==> src/vldu_pkg.sv <==
//////////////////////////////////////////////////////////////////////
// Shared widths, enums and structs of the vector load unit
// Queue depths must stay powers of two, pointers wrap naturally
// Lane word addresses are 5 bits, so vd is limited to 0..7
//////////////////////////////////////////////////////////////////////

package vldu_pkg;

  //////////////////////////////////////////////////////////////////////
  // Widths and depths
  //////////////////////////////////////////////////////////////////////

  // Lanes of the vector register file
  localparam int unsigned NrLanes          = 2;
  // Bytes per lane word
  localparam int unsigned LaneBytes        = 8;
  // Bytes per register-file word, one lane word per lane
  localparam int unsigned WordBytes        = NrLanes * LaneBytes;
  // Bytes per read beat
  localparam int unsigned BeatBytes        = 8;
  // Bytes in one vector register
  localparam int unsigned VlenBytes        = 64;
  // Lane words per register
  localparam int unsigned RegWords         = VlenBytes / WordBytes;
  localparam int unsigned InsnQueueDepth   = 4;
  localparam int unsigned ResultQueueDepth = 2;
  // Instruction identifiers in flight across the machine
  localparam int unsigned NrVInsn          = 8;

  //////////////////////////////////////////////////////////////////////
  // Scalar types
  //////////////////////////////////////////////////////////////////////

  // Element width, encoded as log2 of the byte count
  typedef enum logic [1:0] {
    EW8  = 2'd0,
    EW16 = 2'd1,
    EW32 = 2'd2,
    EW64 = 2'd3
  } vsew_e;

  typedef logic [$clog2(NrVInsn)-1:0]   vid_t;
  // Holds up to VlenBytes inclusive
  typedef logic [$clog2(VlenBytes):0]   vlen_t;
  typedef logic [4:0]                   vaddr_t;
  // Lane index of a shuffled byte
  typedef logic [$clog2(NrLanes)-1:0]   lane_addr_t;

  //////////////////////////////////////////////////////////////////////
  // Structs
  //////////////////////////////////////////////////////////////////////

  // Load instruction from the sequencer
  typedef struct packed {
    vid_t       id;
    logic [4:0] vd;
    vlen_t      vl;
    vsew_e      vsew;
  } ldu_req_t;

  // Burst descriptor from the address generator
  typedef struct packed {
    // Start byte inside the first beat
    logic [$clog2(BeatBytes)-1:0] offset;
    // Beats minus one
    logic [3:0]                   len;
  } addrgen_req_t;

  // One write into one lane
  typedef struct packed {
    vid_t                   id;
    vaddr_t                 addr;
    logic [LaneBytes*8-1:0] wdata;
    logic [LaneBytes-1:0]   be;
  } lane_result_t;

  // Full register-file word, one write per lane
  typedef lane_result_t [NrLanes-1:0] result_word_t;

  // Instruction currently in the issue phase
  typedef struct packed {
    logic     valid;
    ldu_req_t req;
    // Byte count of the instruction when it reached issue
    vlen_t    bytes_left;
  } issue_info_t;

endpackage

==> src/vldu_beat_unpack.sv <==
//////////////////////////////////////////////////////////////////////
// Packs read beats into shuffled register-file words
// Bursts are incremental, only the first beat starts at an offset
// Bursts must end with their instruction, leftover beat bytes drop
//////////////////////////////////////////////////////////////////////

`timescale 1ns/10ps

module vldu_beat_unpack (
  input  logic                                 clk_i,
  input  logic                                 rst_ni,
  input  vldu_pkg::issue_info_t                issue_i,
  input  vldu_pkg::addrgen_req_t               burst_i,
  input  logic                                 burst_valid_i,
  output logic                                 burst_ready_o,
  input  logic [vldu_pkg::BeatBytes*8-1:0]     r_data_i,
  input  logic                                 r_valid_i,
  output logic                                 r_ready_o,
  input  logic                                 full_i,
  output logic                                 issue_done_o,
  output logic                                 push_o,
  output vldu_pkg::result_word_t               word_o
);

  // Beats consumed in the current burst
  logic [3:0]                                   len_d, len_q;
  // Bytes taken from the current beat, counted from its first valid byte
  logic [3:0]                                   r_pnt_d, r_pnt_q;
  // Bytes filled in the word being built
  logic [4:0]                                   word_pnt_d, word_pnt_q;
  // Index of the word inside the instruction
  logic [$clog2(vldu_pkg::RegWords)-1:0]        word_idx_d, word_idx_q;
  vldu_pkg::result_word_t                       word_d, word_q;

  logic            fire;
  logic            word_end;
  logic            beat_end;
  logic            ins_end;
  vldu_pkg::vlen_t lower_byte;
  vldu_pkg::vlen_t beat_left;
  vldu_pkg::vlen_t word_left;
  vldu_pkg::vlen_t ins_left;
  vldu_pkg::vlen_t take;

  // Sequential word byte to its lane and byte position
  function automatic logic [3:0] shuffle_idx(input logic [3:0] seq,
                                             input vldu_pkg::vsew_e vsew);
    logic [3:0] elem;
    logic [3:0] pos;
    elem = seq >> vsew;
    // Element pairs share a lane slot, byte order inside the element kept
    pos  = ((elem >> 1) << vsew) | (seq & ((4'd1 << vsew) - 4'd1));
    return {elem[0], pos[2:0]};
  endfunction

  ////////////////////////////////////////////////////////////////////
  // Byte accounting
  ////////////////////////////////////////////////////////////////////

  assign fire = r_valid_i && burst_valid_i && issue_i.valid && !full_i;

  // Offset applies to the first beat of a burst only
  assign lower_byte = (len_q == '0) ? vldu_pkg::vlen_t'(burst_i.offset) : '0;
  assign beat_left  = vldu_pkg::vlen_t'(vldu_pkg::BeatBytes) - lower_byte -
                      vldu_pkg::vlen_t'(r_pnt_q);
  assign word_left  = vldu_pkg::vlen_t'(vldu_pkg::WordBytes) - vldu_pkg::vlen_t'(word_pnt_q);
  assign ins_left   = issue_i.bytes_left -
                      vldu_pkg::vlen_t'(word_idx_q) * vldu_pkg::vlen_t'(vldu_pkg::WordBytes) -
                      vldu_pkg::vlen_t'(word_pnt_q);

  // Smallest of beat, word and instruction remainders
  always_comb begin
    take = beat_left;
    if (word_left < take)
      take = word_left;
    if (ins_left < take)
      take = ins_left;
  end

  assign ins_end  = fire && (take == ins_left);
  assign word_end = fire && ((take == word_left) || ins_end);
  assign beat_end = fire && ((take == beat_left) || ins_end);

  assign r_ready_o     = beat_end;
  assign burst_ready_o = beat_end && (len_q == burst_i.len);
  assign issue_done_o  = ins_end;
  assign push_o        = word_end;
  // Pushed word carries this cycle's bytes
  assign word_o        = word_d;

  ////////////////////////////////////////////////////////////////////
  // Word assembly
  ////////////////////////////////////////////////////////////////////

  always_comb begin : p_pack
    int unsigned          first;
    logic [3:0]           dst;
    vldu_pkg::lane_addr_t lane;
    first  = int'(lower_byte) + int'(r_pnt_q);
    dst    = '0;
    lane   = '0;
    word_d = word_q;
    if (fire) begin
      for (int l = 0; l < vldu_pkg::NrLanes; l++) begin
        word_d[l].id   = issue_i.req.id;
        word_d[l].addr = vldu_pkg::vaddr_t'(issue_i.req.vd * vldu_pkg::RegWords + word_idx_q);
      end
      for (int k = 0; k < vldu_pkg::BeatBytes; k++) begin
        if (k >= first && k < first + int'(take)) begin
          dst  = shuffle_idx(4'(k - first + int'(word_pnt_q)), issue_i.req.vsew);
          lane = vldu_pkg::lane_addr_t'(dst[3]);
          word_d[lane].wdata[8*dst[2:0] +: 8] = r_data_i[8*k +: 8];
          word_d[lane].be[dst[2:0]]           = 1'b1;
        end
      end
    end
  end

  always_comb begin
    len_d      = len_q;
    r_pnt_d    = r_pnt_q;
    word_pnt_d = word_pnt_q;
    word_idx_d = word_idx_q;
    if (fire) begin
      r_pnt_d    = r_pnt_q + take[3:0];
      word_pnt_d = word_pnt_q + take[4:0];
    end
    if (word_end) begin
      word_pnt_d = '0;
      word_idx_d = word_idx_q + 1'b1;
    end
    if (ins_end)
      word_idx_d = '0;
    if (beat_end) begin
      r_pnt_d = '0;
      len_d   = len_q + 1'b1;
    end
    if (burst_ready_o)
      len_d = '0;
  end

  always_ff @(posedge clk_i or negedge rst_ni) begin
    if (!rst_ni) begin
      len_q      <= '0;
      r_pnt_q    <= '0;
      word_pnt_q <= '0;
      word_idx_q <= '0;
      word_q     <= '0;
    end else begin
      len_q      <= len_d;
      r_pnt_q    <= r_pnt_d;
      word_pnt_q <= word_pnt_d;
      word_idx_q <= word_idx_d;
      // Start the next word with all byte enables low
      word_q     <= word_end ? '0 : word_d;
    end
  end

endmodule

==> src/vldu_insn_queue.sv <==
//////////////////////////////////////////////////////////////////////
// Load instruction queue with accept, issue and commit phases
// Every instruction needs vl > 0, a zero byte count retires at once
// done_o is registered, one cycle after the emptying pop
//////////////////////////////////////////////////////////////////////

`timescale 1ns/10ps

module vldu_insn_queue (
  input  logic                  clk_i,
  input  logic                  rst_ni,
  input  vldu_pkg::ldu_req_t    req_i,
  input  logic                  req_valid_i,
  output logic                  req_ready_o,
  output vldu_pkg::issue_info_t issue_o,
  input  logic                  issue_done_i,
  input  logic                  pop_i,
  output logic                  done_o,
  output vldu_pkg::vid_t        done_id_o
);

  // Stored instructions, written on accept
  vldu_pkg::ldu_req_t mem_q [vldu_pkg::InsnQueueDepth];

  // One pointer per phase
  logic [$clog2(vldu_pkg::InsnQueueDepth)-1:0] accept_pnt_q;
  logic [$clog2(vldu_pkg::InsnQueueDepth)-1:0] issue_pnt_d, issue_pnt_q;
  logic [$clog2(vldu_pkg::InsnQueueDepth)-1:0] commit_pnt_d, commit_pnt_q;
  // Entries waiting for issue, and entries not yet committed
  logic [$clog2(vldu_pkg::InsnQueueDepth):0]   issue_cnt_d, issue_cnt_q;
  logic [$clog2(vldu_pkg::InsnQueueDepth):0]   commit_cnt_d, commit_cnt_q;
  // Byte counts of the issuing and the committing instruction
  vldu_pkg::vlen_t                             issue_bytes_d, issue_bytes_q;
  vldu_pkg::vlen_t                             commit_bytes_d, commit_bytes_q;

  logic accept;
  logic retire;

  // Bytes moved by one instruction, vl scaled by element width
  function automatic vldu_pkg::vlen_t insn_bytes(input vldu_pkg::ldu_req_t req);
    return req.vl << req.vsew;
  endfunction

  // Commit count covers every stored entry
  assign req_ready_o = (commit_cnt_q != vldu_pkg::InsnQueueDepth);
  assign accept      = req_valid_i && req_ready_o;

  assign issue_o.valid      = (issue_cnt_q != '0);
  assign issue_o.req        = mem_q[issue_pnt_q];
  assign issue_o.bytes_left = issue_bytes_q;

  always_comb begin
    issue_pnt_d    = issue_pnt_q;
    commit_pnt_d   = commit_pnt_q;
    issue_cnt_d    = issue_cnt_q;
    commit_cnt_d   = commit_cnt_q;
    issue_bytes_d  = issue_bytes_q;
    commit_bytes_d = commit_bytes_q;
    retire         = 1'b0;

    // Issue phase, unpacker took the last byte
    if (issue_done_i) begin
      issue_cnt_d = issue_cnt_q - 1'b1;
      issue_pnt_d = issue_pnt_q + 1'b1;
      // Load the byte count of the next stored entry
      if (issue_cnt_d != '0)
        issue_bytes_d = insn_bytes(mem_q[issue_pnt_d]);
    end

    // Commit phase, one word left the result queue
    if (pop_i) begin
      if (commit_bytes_q > vldu_pkg::WordBytes)
        commit_bytes_d = commit_bytes_q - vldu_pkg::vlen_t'(vldu_pkg::WordBytes);
      else
        commit_bytes_d = '0;
    end

    // All words of the oldest instruction are in the lanes
    if (commit_cnt_q != '0 && commit_bytes_d == '0) begin
      retire       = 1'b1;
      commit_cnt_d = commit_cnt_q - 1'b1;
      commit_pnt_d = commit_pnt_q + 1'b1;
      if (commit_cnt_d != '0)
        commit_bytes_d = insn_bytes(mem_q[commit_pnt_d]);
    end

    // Accept, counts load straight from the request when the phase is idle
    if (accept) begin
      if (issue_cnt_d == '0)
        issue_bytes_d = insn_bytes(req_i);
      if (commit_cnt_d == '0)
        commit_bytes_d = insn_bytes(req_i);
      issue_cnt_d  = issue_cnt_d + 1'b1;
      commit_cnt_d = commit_cnt_d + 1'b1;
    end
  end

  // Instruction storage
  always_ff @(posedge clk_i) begin
    if (accept)
      mem_q[accept_pnt_q] <= req_i;
  end

  always_ff @(posedge clk_i or negedge rst_ni) begin
    if (!rst_ni) begin
      accept_pnt_q   <= '0;
      issue_pnt_q    <= '0;
      commit_pnt_q   <= '0;
      issue_cnt_q    <= '0;
      commit_cnt_q   <= '0;
      issue_bytes_q  <= '0;
      commit_bytes_q <= '0;
      done_o         <= 1'b0;
      done_id_o      <= '0;
    end else begin
      if (accept)
        accept_pnt_q <= accept_pnt_q + 1'b1;
      issue_pnt_q    <= issue_pnt_d;
      commit_pnt_q   <= commit_pnt_d;
      issue_cnt_q    <= issue_cnt_d;
      commit_cnt_q   <= commit_cnt_d;
      issue_bytes_q  <= issue_bytes_d;
      commit_bytes_q <= commit_bytes_d;
      done_o         <= retire;
      done_id_o      <= mem_q[commit_pnt_q].id;
    end
  end

endmodule

==> src/vldu_result_queue.sv <==
//////////////////////////////////////////////////////////////////////
// Two-entry result queue, each lane granted independently
// Pushes are only legal while full_o is low
//////////////////////////////////////////////////////////////////////

`timescale 1ns/10ps

module vldu_result_queue (
  input  logic                          clk_i,
  input  logic                          rst_ni,
  input  logic                          push_i,
  input  vldu_pkg::result_word_t        word_i,
  output logic                          full_o,
  output logic                          pop_o,
  output logic [vldu_pkg::NrLanes-1:0]  lane_req_o,
  output vldu_pkg::result_word_t        lane_result_o,
  input  logic [vldu_pkg::NrLanes-1:0]  lane_gnt_i
);

  // Word storage
  vldu_pkg::result_word_t mem_q [vldu_pkg::ResultQueueDepth];

  // Lanes still owed each entry
  logic [vldu_pkg::ResultQueueDepth-1:0][vldu_pkg::NrLanes-1:0] valid_d, valid_q;
  logic [$clog2(vldu_pkg::ResultQueueDepth)-1:0]                wr_pnt_q;
  logic [$clog2(vldu_pkg::ResultQueueDepth)-1:0]                rd_pnt_q;
  logic [$clog2(vldu_pkg::ResultQueueDepth):0]                  cnt_d, cnt_q;

  assign full_o = (cnt_q == vldu_pkg::ResultQueueDepth);

  // Head entry faces the lanes
  assign lane_req_o    = valid_q[rd_pnt_q];
  assign lane_result_o = mem_q[rd_pnt_q];

  always_comb begin
    valid_d = valid_q;
    cnt_d   = cnt_q;

    // A grant frees that lane's slot
    for (int l = 0; l < vldu_pkg::NrLanes; l++) begin
      if (lane_req_o[l] && lane_gnt_i[l])
        valid_d[rd_pnt_q][l] = 1'b0;
    end

    // Pop once the last lane took the head
    pop_o = (cnt_q != '0) && (valid_d[rd_pnt_q] == '0);

    // New word waits for every lane, never lands on the head slot
    if (push_i)
      valid_d[wr_pnt_q] = '1;

    if (push_i && !pop_o)
      cnt_d = cnt_q + 1'b1;
    else if (!push_i && pop_o)
      cnt_d = cnt_q - 1'b1;
  end

  always_ff @(posedge clk_i) begin
    if (push_i)
      mem_q[wr_pnt_q] <= word_i;
  end

  always_ff @(posedge clk_i or negedge rst_ni) begin
    if (!rst_ni) begin
      valid_q  <= '0;
      wr_pnt_q <= '0;
      rd_pnt_q <= '0;
      cnt_q    <= '0;
    end else begin
      valid_q <= valid_d;
      cnt_q   <= cnt_d;
      if (push_i)
        wr_pnt_q <= wr_pnt_q + 1'b1;
      if (pop_o)
        rd_pnt_q <= rd_pnt_q + 1'b1;
    end
  end

endmodule

==> src/vldu_top.sv <==
//////////////////////////////////////////////////////////////////////
// Vector load unit, sequencer and memory in, lane writes out
// r_ready_o is combinational on r_valid_i and burst_valid_i
//////////////////////////////////////////////////////////////////////

`timescale 1ns/10ps

module vldu_top (
  input  logic                              clk_i,
  input  logic                              rst_ni,
  // Sequencer
  input  vldu_pkg::ldu_req_t                req_i,
  input  logic                              req_valid_i,
  output logic                              req_ready_o,
  // Address generator
  input  vldu_pkg::addrgen_req_t            burst_i,
  input  logic                              burst_valid_i,
  output logic                              burst_ready_o,
  // Read data
  input  logic [vldu_pkg::BeatBytes*8-1:0]  r_data_i,
  input  logic                              r_valid_i,
  output logic                              r_ready_o,
  // Lanes
  output logic [vldu_pkg::NrLanes-1:0]      lane_req_o,
  output vldu_pkg::result_word_t            lane_result_o,
  input  logic [vldu_pkg::NrLanes-1:0]      lane_gnt_i,
  // Completion
  output logic                              done_o,
  output vldu_pkg::vid_t                    done_id_o
);

  vldu_pkg::issue_info_t  issue;
  logic                   issue_done;
  logic                   push;
  vldu_pkg::result_word_t word;
  logic                   full;
  logic                   pop;

  // Accept, issue and commit bookkeeping
  vldu_insn_queue i_insn_queue (
    .clk_i        (clk_i),
    .rst_ni       (rst_ni),
    .req_i        (req_i),
    .req_valid_i  (req_valid_i),
    .req_ready_o  (req_ready_o),
    .issue_o      (issue),
    .issue_done_i (issue_done),
    .pop_i        (pop),
    .done_o       (done_o),
    .done_id_o    (done_id_o)
  );

  // Beat to word packing, stalls on a full result queue
  vldu_beat_unpack i_beat_unpack (
    .clk_i         (clk_i),
    .rst_ni        (rst_ni),
    .issue_i       (issue),
    .burst_i       (burst_i),
    .burst_valid_i (burst_valid_i),
    .burst_ready_o (burst_ready_o),
    .r_data_i      (r_data_i),
    .r_valid_i     (r_valid_i),
    .r_ready_o     (r_ready_o),
    .full_i        (full),
    .issue_done_o  (issue_done),
    .push_o        (push),
    .word_o        (word)
  );

  vldu_result_queue i_result_queue (
    .clk_i         (clk_i),
    .rst_ni        (rst_ni),
    .push_i        (push),
    .word_i        (word),
    .full_o        (full),
    .pop_o         (pop),
    .lane_req_o    (lane_req_o),
    .lane_result_o (lane_result_o),
    .lane_gnt_i    (lane_gnt_i)
  );

endmodule

==> config.mk <==
export PLATFORM = sky130hd
export DESIGN_NAME = vldu_top
export DESIGN_NICKNAME = d
export VERILOG_FILES = /design/src/vldu_pkg.sv /design/src/vldu_beat_unpack.sv /design/src/vldu_insn_queue.sv /design/src/vldu_result_queue.sv /design/src/vldu_top.sv
export SDC_FILE = /design/constraint.sdc
export NUM_CORES = 2
export LEC_CHECK = 0
export ABC_AREA = 0
export BUFFER_PORTS_ARGS = -buffer_cell sky130_fd_sc_hd__buf_2
export CAP_MARGIN = 10
export CORE_AREA = 8 8 241 475
export DETAILED_ROUTE_END_ITERATION = 10
export DIE_AREA = 0 0 249 483
export GPL_TIMING_DRIVEN = 1
export PLACE_DENSITY_LB_ADDON = 0.2
export SYNTH_ARGS = -nofsm -noshare
export SYNTH_HDL_FRONTEND = slang
export SYNTH_SLANG_ARGS = --single-unit
==> constraint.sdc <==
create_clock -name clk_i -period 14.95 [get_ports clk_i]
set_input_delay 2.99 -clock clk_i [delete_from_list [all_inputs] [get_ports clk_i]]
set_output_delay 2.99 -clock clk_i [all_outputs]
set_load 0.005 [all_outputs]
==> metrics.md <==
| Metric | Value |
|---|---|
| Cts bufs inserted | `57` |
| Compound-gate portion of the synthesized area | `0.2510` |
| Period minus WS final | `13.53 ns` |
| CTS root buffer | `clkbuf_16` |
| Util after Layout | `0.4422` |
| HPWL after DPL | `172300 um` |
| Yosys reg bits | `593` |
| Mapped Nets | `4872` |
| # rows | `171` |
| CP Launch Type | `primary input` |
| R2R Setup Slk | `2.51 ns` |
| Clk slew on worst S/H paths | `0.06 ns` |
| Via count | `43560` |
| Cell variety after synth | `107` |
| Setup-failing EPs final | `0` |
| First-pass GRT wire length | `321800 um` |
| Routed Antenna Nets | `0` |
| EDFF count, synth | `380` |
| R2r startpoint | `i_beat_unpack.len_q[0]$_DFFE_PN0P_` |
| Worst Setup SP | `burst_i[5]` |
| Adder-Cell Fraction of Synth Area | `0.03958` |
| Most common cell on crit path | `ha_1` |
| I/O pins | `264` |
| Core Footprint | `108000 um^2` |
| Die Height | `483 um` |
| Filler cells | `10500` |
| P&R area growth vs syn | `11.39%` |
| Worst slew pin tran | `1.324 ns` |
| Synth warn | `0` |
| Post-Synth Simple-Gate Area | `0.1821` |
| DR pass1 iterations | `8` |
| Clk_lat worst skew | `0.72 ns` |
| Mapped Cells | `4653` |
| Largest net degree at the start of global routing | `114` |
| Outcome | `completed` |
| Die Footprint | `120300 um^2` |
| Layout cells sized above 1 | `0.1674` |
| Avg Cell Area, Syn | `9.219 um^2` |
| Worst hold path class | `reg2reg` |
| Antenna violations before repair | `15` |
| RSZ-0062 raised after global routing | `no` |
| Maximum clock rate | `73.89 MHz` |
| Critical path required time | `15.26 ns` |
| Vias in the first global route | `42110` |
| CTS resizes | `0` |
| Sequential share of the synthesized area | `0.3903` |
| CTS tree | `done` |
| Total gr overflow | `0` |
| Clock Sinks | `593` |
| CP max FO | `13` |
| Clock tree buffer depth | `3` |
| TNS Setup | `0 ns` |
| Worst Clk Skew | `0.07887 ns` |
| PortBufs | `261` |
| CP Class | `in2reg` |
| Max incr delay on CP | `0.86 ns` |
| Routed Wire Length | `232200 um` |
| CP endpoint kind | `flop` |
| Final hold slack | `0.4797 ns` |
| XOR/XNOR share of the synthesized area | `0.01362` |
| Asr flop ratio synth | `0.3592` |
| Critical Path End | `i_result_queue.mem_q[0][119]$_DFFE_PP_` |
| Critical-path top delay cell | `a2111oi_1` |
| Vias per cell | `7.039` |
| Worst r2r path cells | `35` |
| Overall routing resource usage | `0.3689` |
| Final net count | `4966` |
| Max-slew violations | `0` |
| Cts hold-fix bufs | `0` |
| Main combinational cell family by area after synthesis | `compound AO/OA/AOI/OAI gates` |
| Number of max-cap violations | `0` |
| Synthesized area | `42890 um^2` |
| Die Width | `249 um` |
| Slew HR | `0.1106` |
| Hold path startpoint | `i_result_queue.valid_q[3]$_DFF_PN0_` |
| Initial DRC Count | `5847` |
| Gp weighted congestion | `1.099` |
| Starting Density | `0.3970` |
| Mux share of post-synthesis cell area | `0.08112` |
| Post-CTS Setup Repair Bufs | `0` |
| H-tree lvl count | `2` |
| WL per Instance | `37.51 um` |
| Final period util | `0.9053` |
| Critical Path AT | `13.85 ns` |
| Post-synth top flop | `edfxtp_1` |
| Residual DRC | `0` |
| R2r endpoint | `i_result_queue.mem_q[0][119]$_DFFE_PP_` |
| Hold Vio Cnt, Final | `0` |
-- worst min-delay path by stage --
stage                     depth (start not counted)                                  end
after floorplan                                   1  i_result_queue.valid_q[2]$_DFF_PN0_
after global placement                            1  i_result_queue.valid_q[2]$_DFF_PN0_
after detailed placement                          1  i_result_queue.valid_q[2]$_DFF_PN0_
after CTS                                         1  i_result_queue.valid_q[2]$_DFF_PN0_
after global routing                              1  i_result_queue.valid_q[3]$_DFF_PN0_
final                                             1  i_result_queue.valid_q[3]$_DFF_PN0_
-- routing by layer --
layer | routed length [um] | part of all wire | GRT usage | vias up
met4 | 23540 | 0.10 | 0.2938 | 10
met5 | 72 | 0.00031 | 0 | -
met1 | 83300 | 0.36 | 0.4338 | 21180
met3 | 23730 | 0.10 | 0.08940 | 1026
li1 | - | - | - | 18170
met2 | 101500 | 0.44 | 0.5729 | 3180
-- Yosys cell counts (all sizes together), types with 42 or more instances --
| cell | number | share of area |
|---|---|---|
| nand2 | 490 | 0.043 |
| edfxtp | 380 | 0.27 |
| clkbuf | 296 | 0.026 |
| nor2 | 284 | 0.025 |
| a21oi | 280 | 0.033 |
| o21ai | 276 | 0.033 |
| nand3 | 235 | 0.028 |
| dfrtp | 213 | 0.12 |
| mux2 | 205 | 0.054 |
| and2 | 164 | 0.024 |
| nor3 | 121 | 0.015 |
| inv | 116 | 0.010 |
| a221oi | 108 | 0.022 |
| ha | 106 | 0.031 |
| and3 | 92 | 0.013 |
| o221ai | 91 | 0.019 |
| a211oi | 88 | 0.016 |
| a31oi | 74 | 0.011 |
| o211ai | 68 | 0.012 |
| a21o | 63 | 0.011 |
| buf | 56 | 0.0059 |
| mux2i | 54 | 0.013 |
| a22oi | 52 | 0.0091 |
| o31ai | 50 | 0.0089 |
| o22ai | 42 | 0.0061 |
-- cells by family (layout without fill, tap and decap cells) --
family,Yosys count,after routing
simple gates,1585,1585
compound gates,1530,1530
flops,593,593
buf+inv,471,614
mux,287,287
fa+ha+maj,125,125
xor+xnor,62,62
other cells,0,9
-- cells in the final DEF, fill, tap and decap left out, types with 42 or more instances in the layout --
cell / count
buf_2: 260
and2_1: 160
nand3_1: 234
nor2_1: 277
o21ai_0: 202
o211ai_1: 67
mux2_2: 184
a31oi_1: 74
a22oi_1: 52
nor3_1: 101
a21o_1: 63
o22ai_1: 42
mux2i_1: 53
a21oi_1: 277
o31ai_1: 49
clkbuf_16: 59
edfxtp_1: 380
inv_1: 114
o21ai_1: 69
buf_4: 120
ha_1: 106
nand2_1: 490
and3_1: 92
a211oi_1: 85
a221oi_1: 108
dfrtp_1: 212
o221ai_1: 91
-- state kept, by name (all words and copies together), names as in the netlist, 2 cells and up --
signal and cells:
i_insn_queue.done_id_o 3, i_insn_queue.issue_pnt_q 2, i_insn_queue.commit_bytes_q 7, i_insn_queue.commit_cnt_q 3
i_beat_unpack.word_q 160, i_result_queue.valid_q 4, i_beat_unpack.word_idx_q 2, i_insn_queue.commit_pnt_q 2
i_result_queue.mem_q 320, i_insn_queue.issue_cnt_q 3, i_beat_unpack.r_pnt_q 4, i_insn_queue.issue_bytes_q 7
i_insn_queue.mem_q 60, i_beat_unpack.word_pnt_q 5, i_insn_queue.accept_pnt_q 2, i_result_queue.cnt_q 2
i_beat_unpack.len_q 4
-- per-stage QoR --
stage	setup WS [ns]	cell area [um^2]	cells
CTS	1.530	47730	6177
global placement	1.233	45730	6069
detailed placement	1.127	45730	6069
floorplan	1.525	42900	4653
global route	1.033	47760	6180
finish	1.416	47780	6189
-- cell type report --
cell class              count  area, um^2  area share
inverters                 119       446.7    0.009348
diodes                      9       22.52   0.0004714
repair buffers            387        2328     0.04873
clock inverters            36       426.7    0.008930
flip-flops and latches    593       16740      0.3505
clock buffers              72        1575     0.03297
multi-input cells        3589       24500      0.5129
well taps                1384        1732     0.03624
-- critical path, delay by kind of cell --
family          cells  cell delay [ns]
compound gates     13             4.54
fa+ha+maj           8             2.70
simple gates        6             2.38
mux                 2             0.87
buf+inv             4             0.31
Power is not shown: default switching activity piles up to over one toggle a cycle in this logic, so the estimate is an artifact.
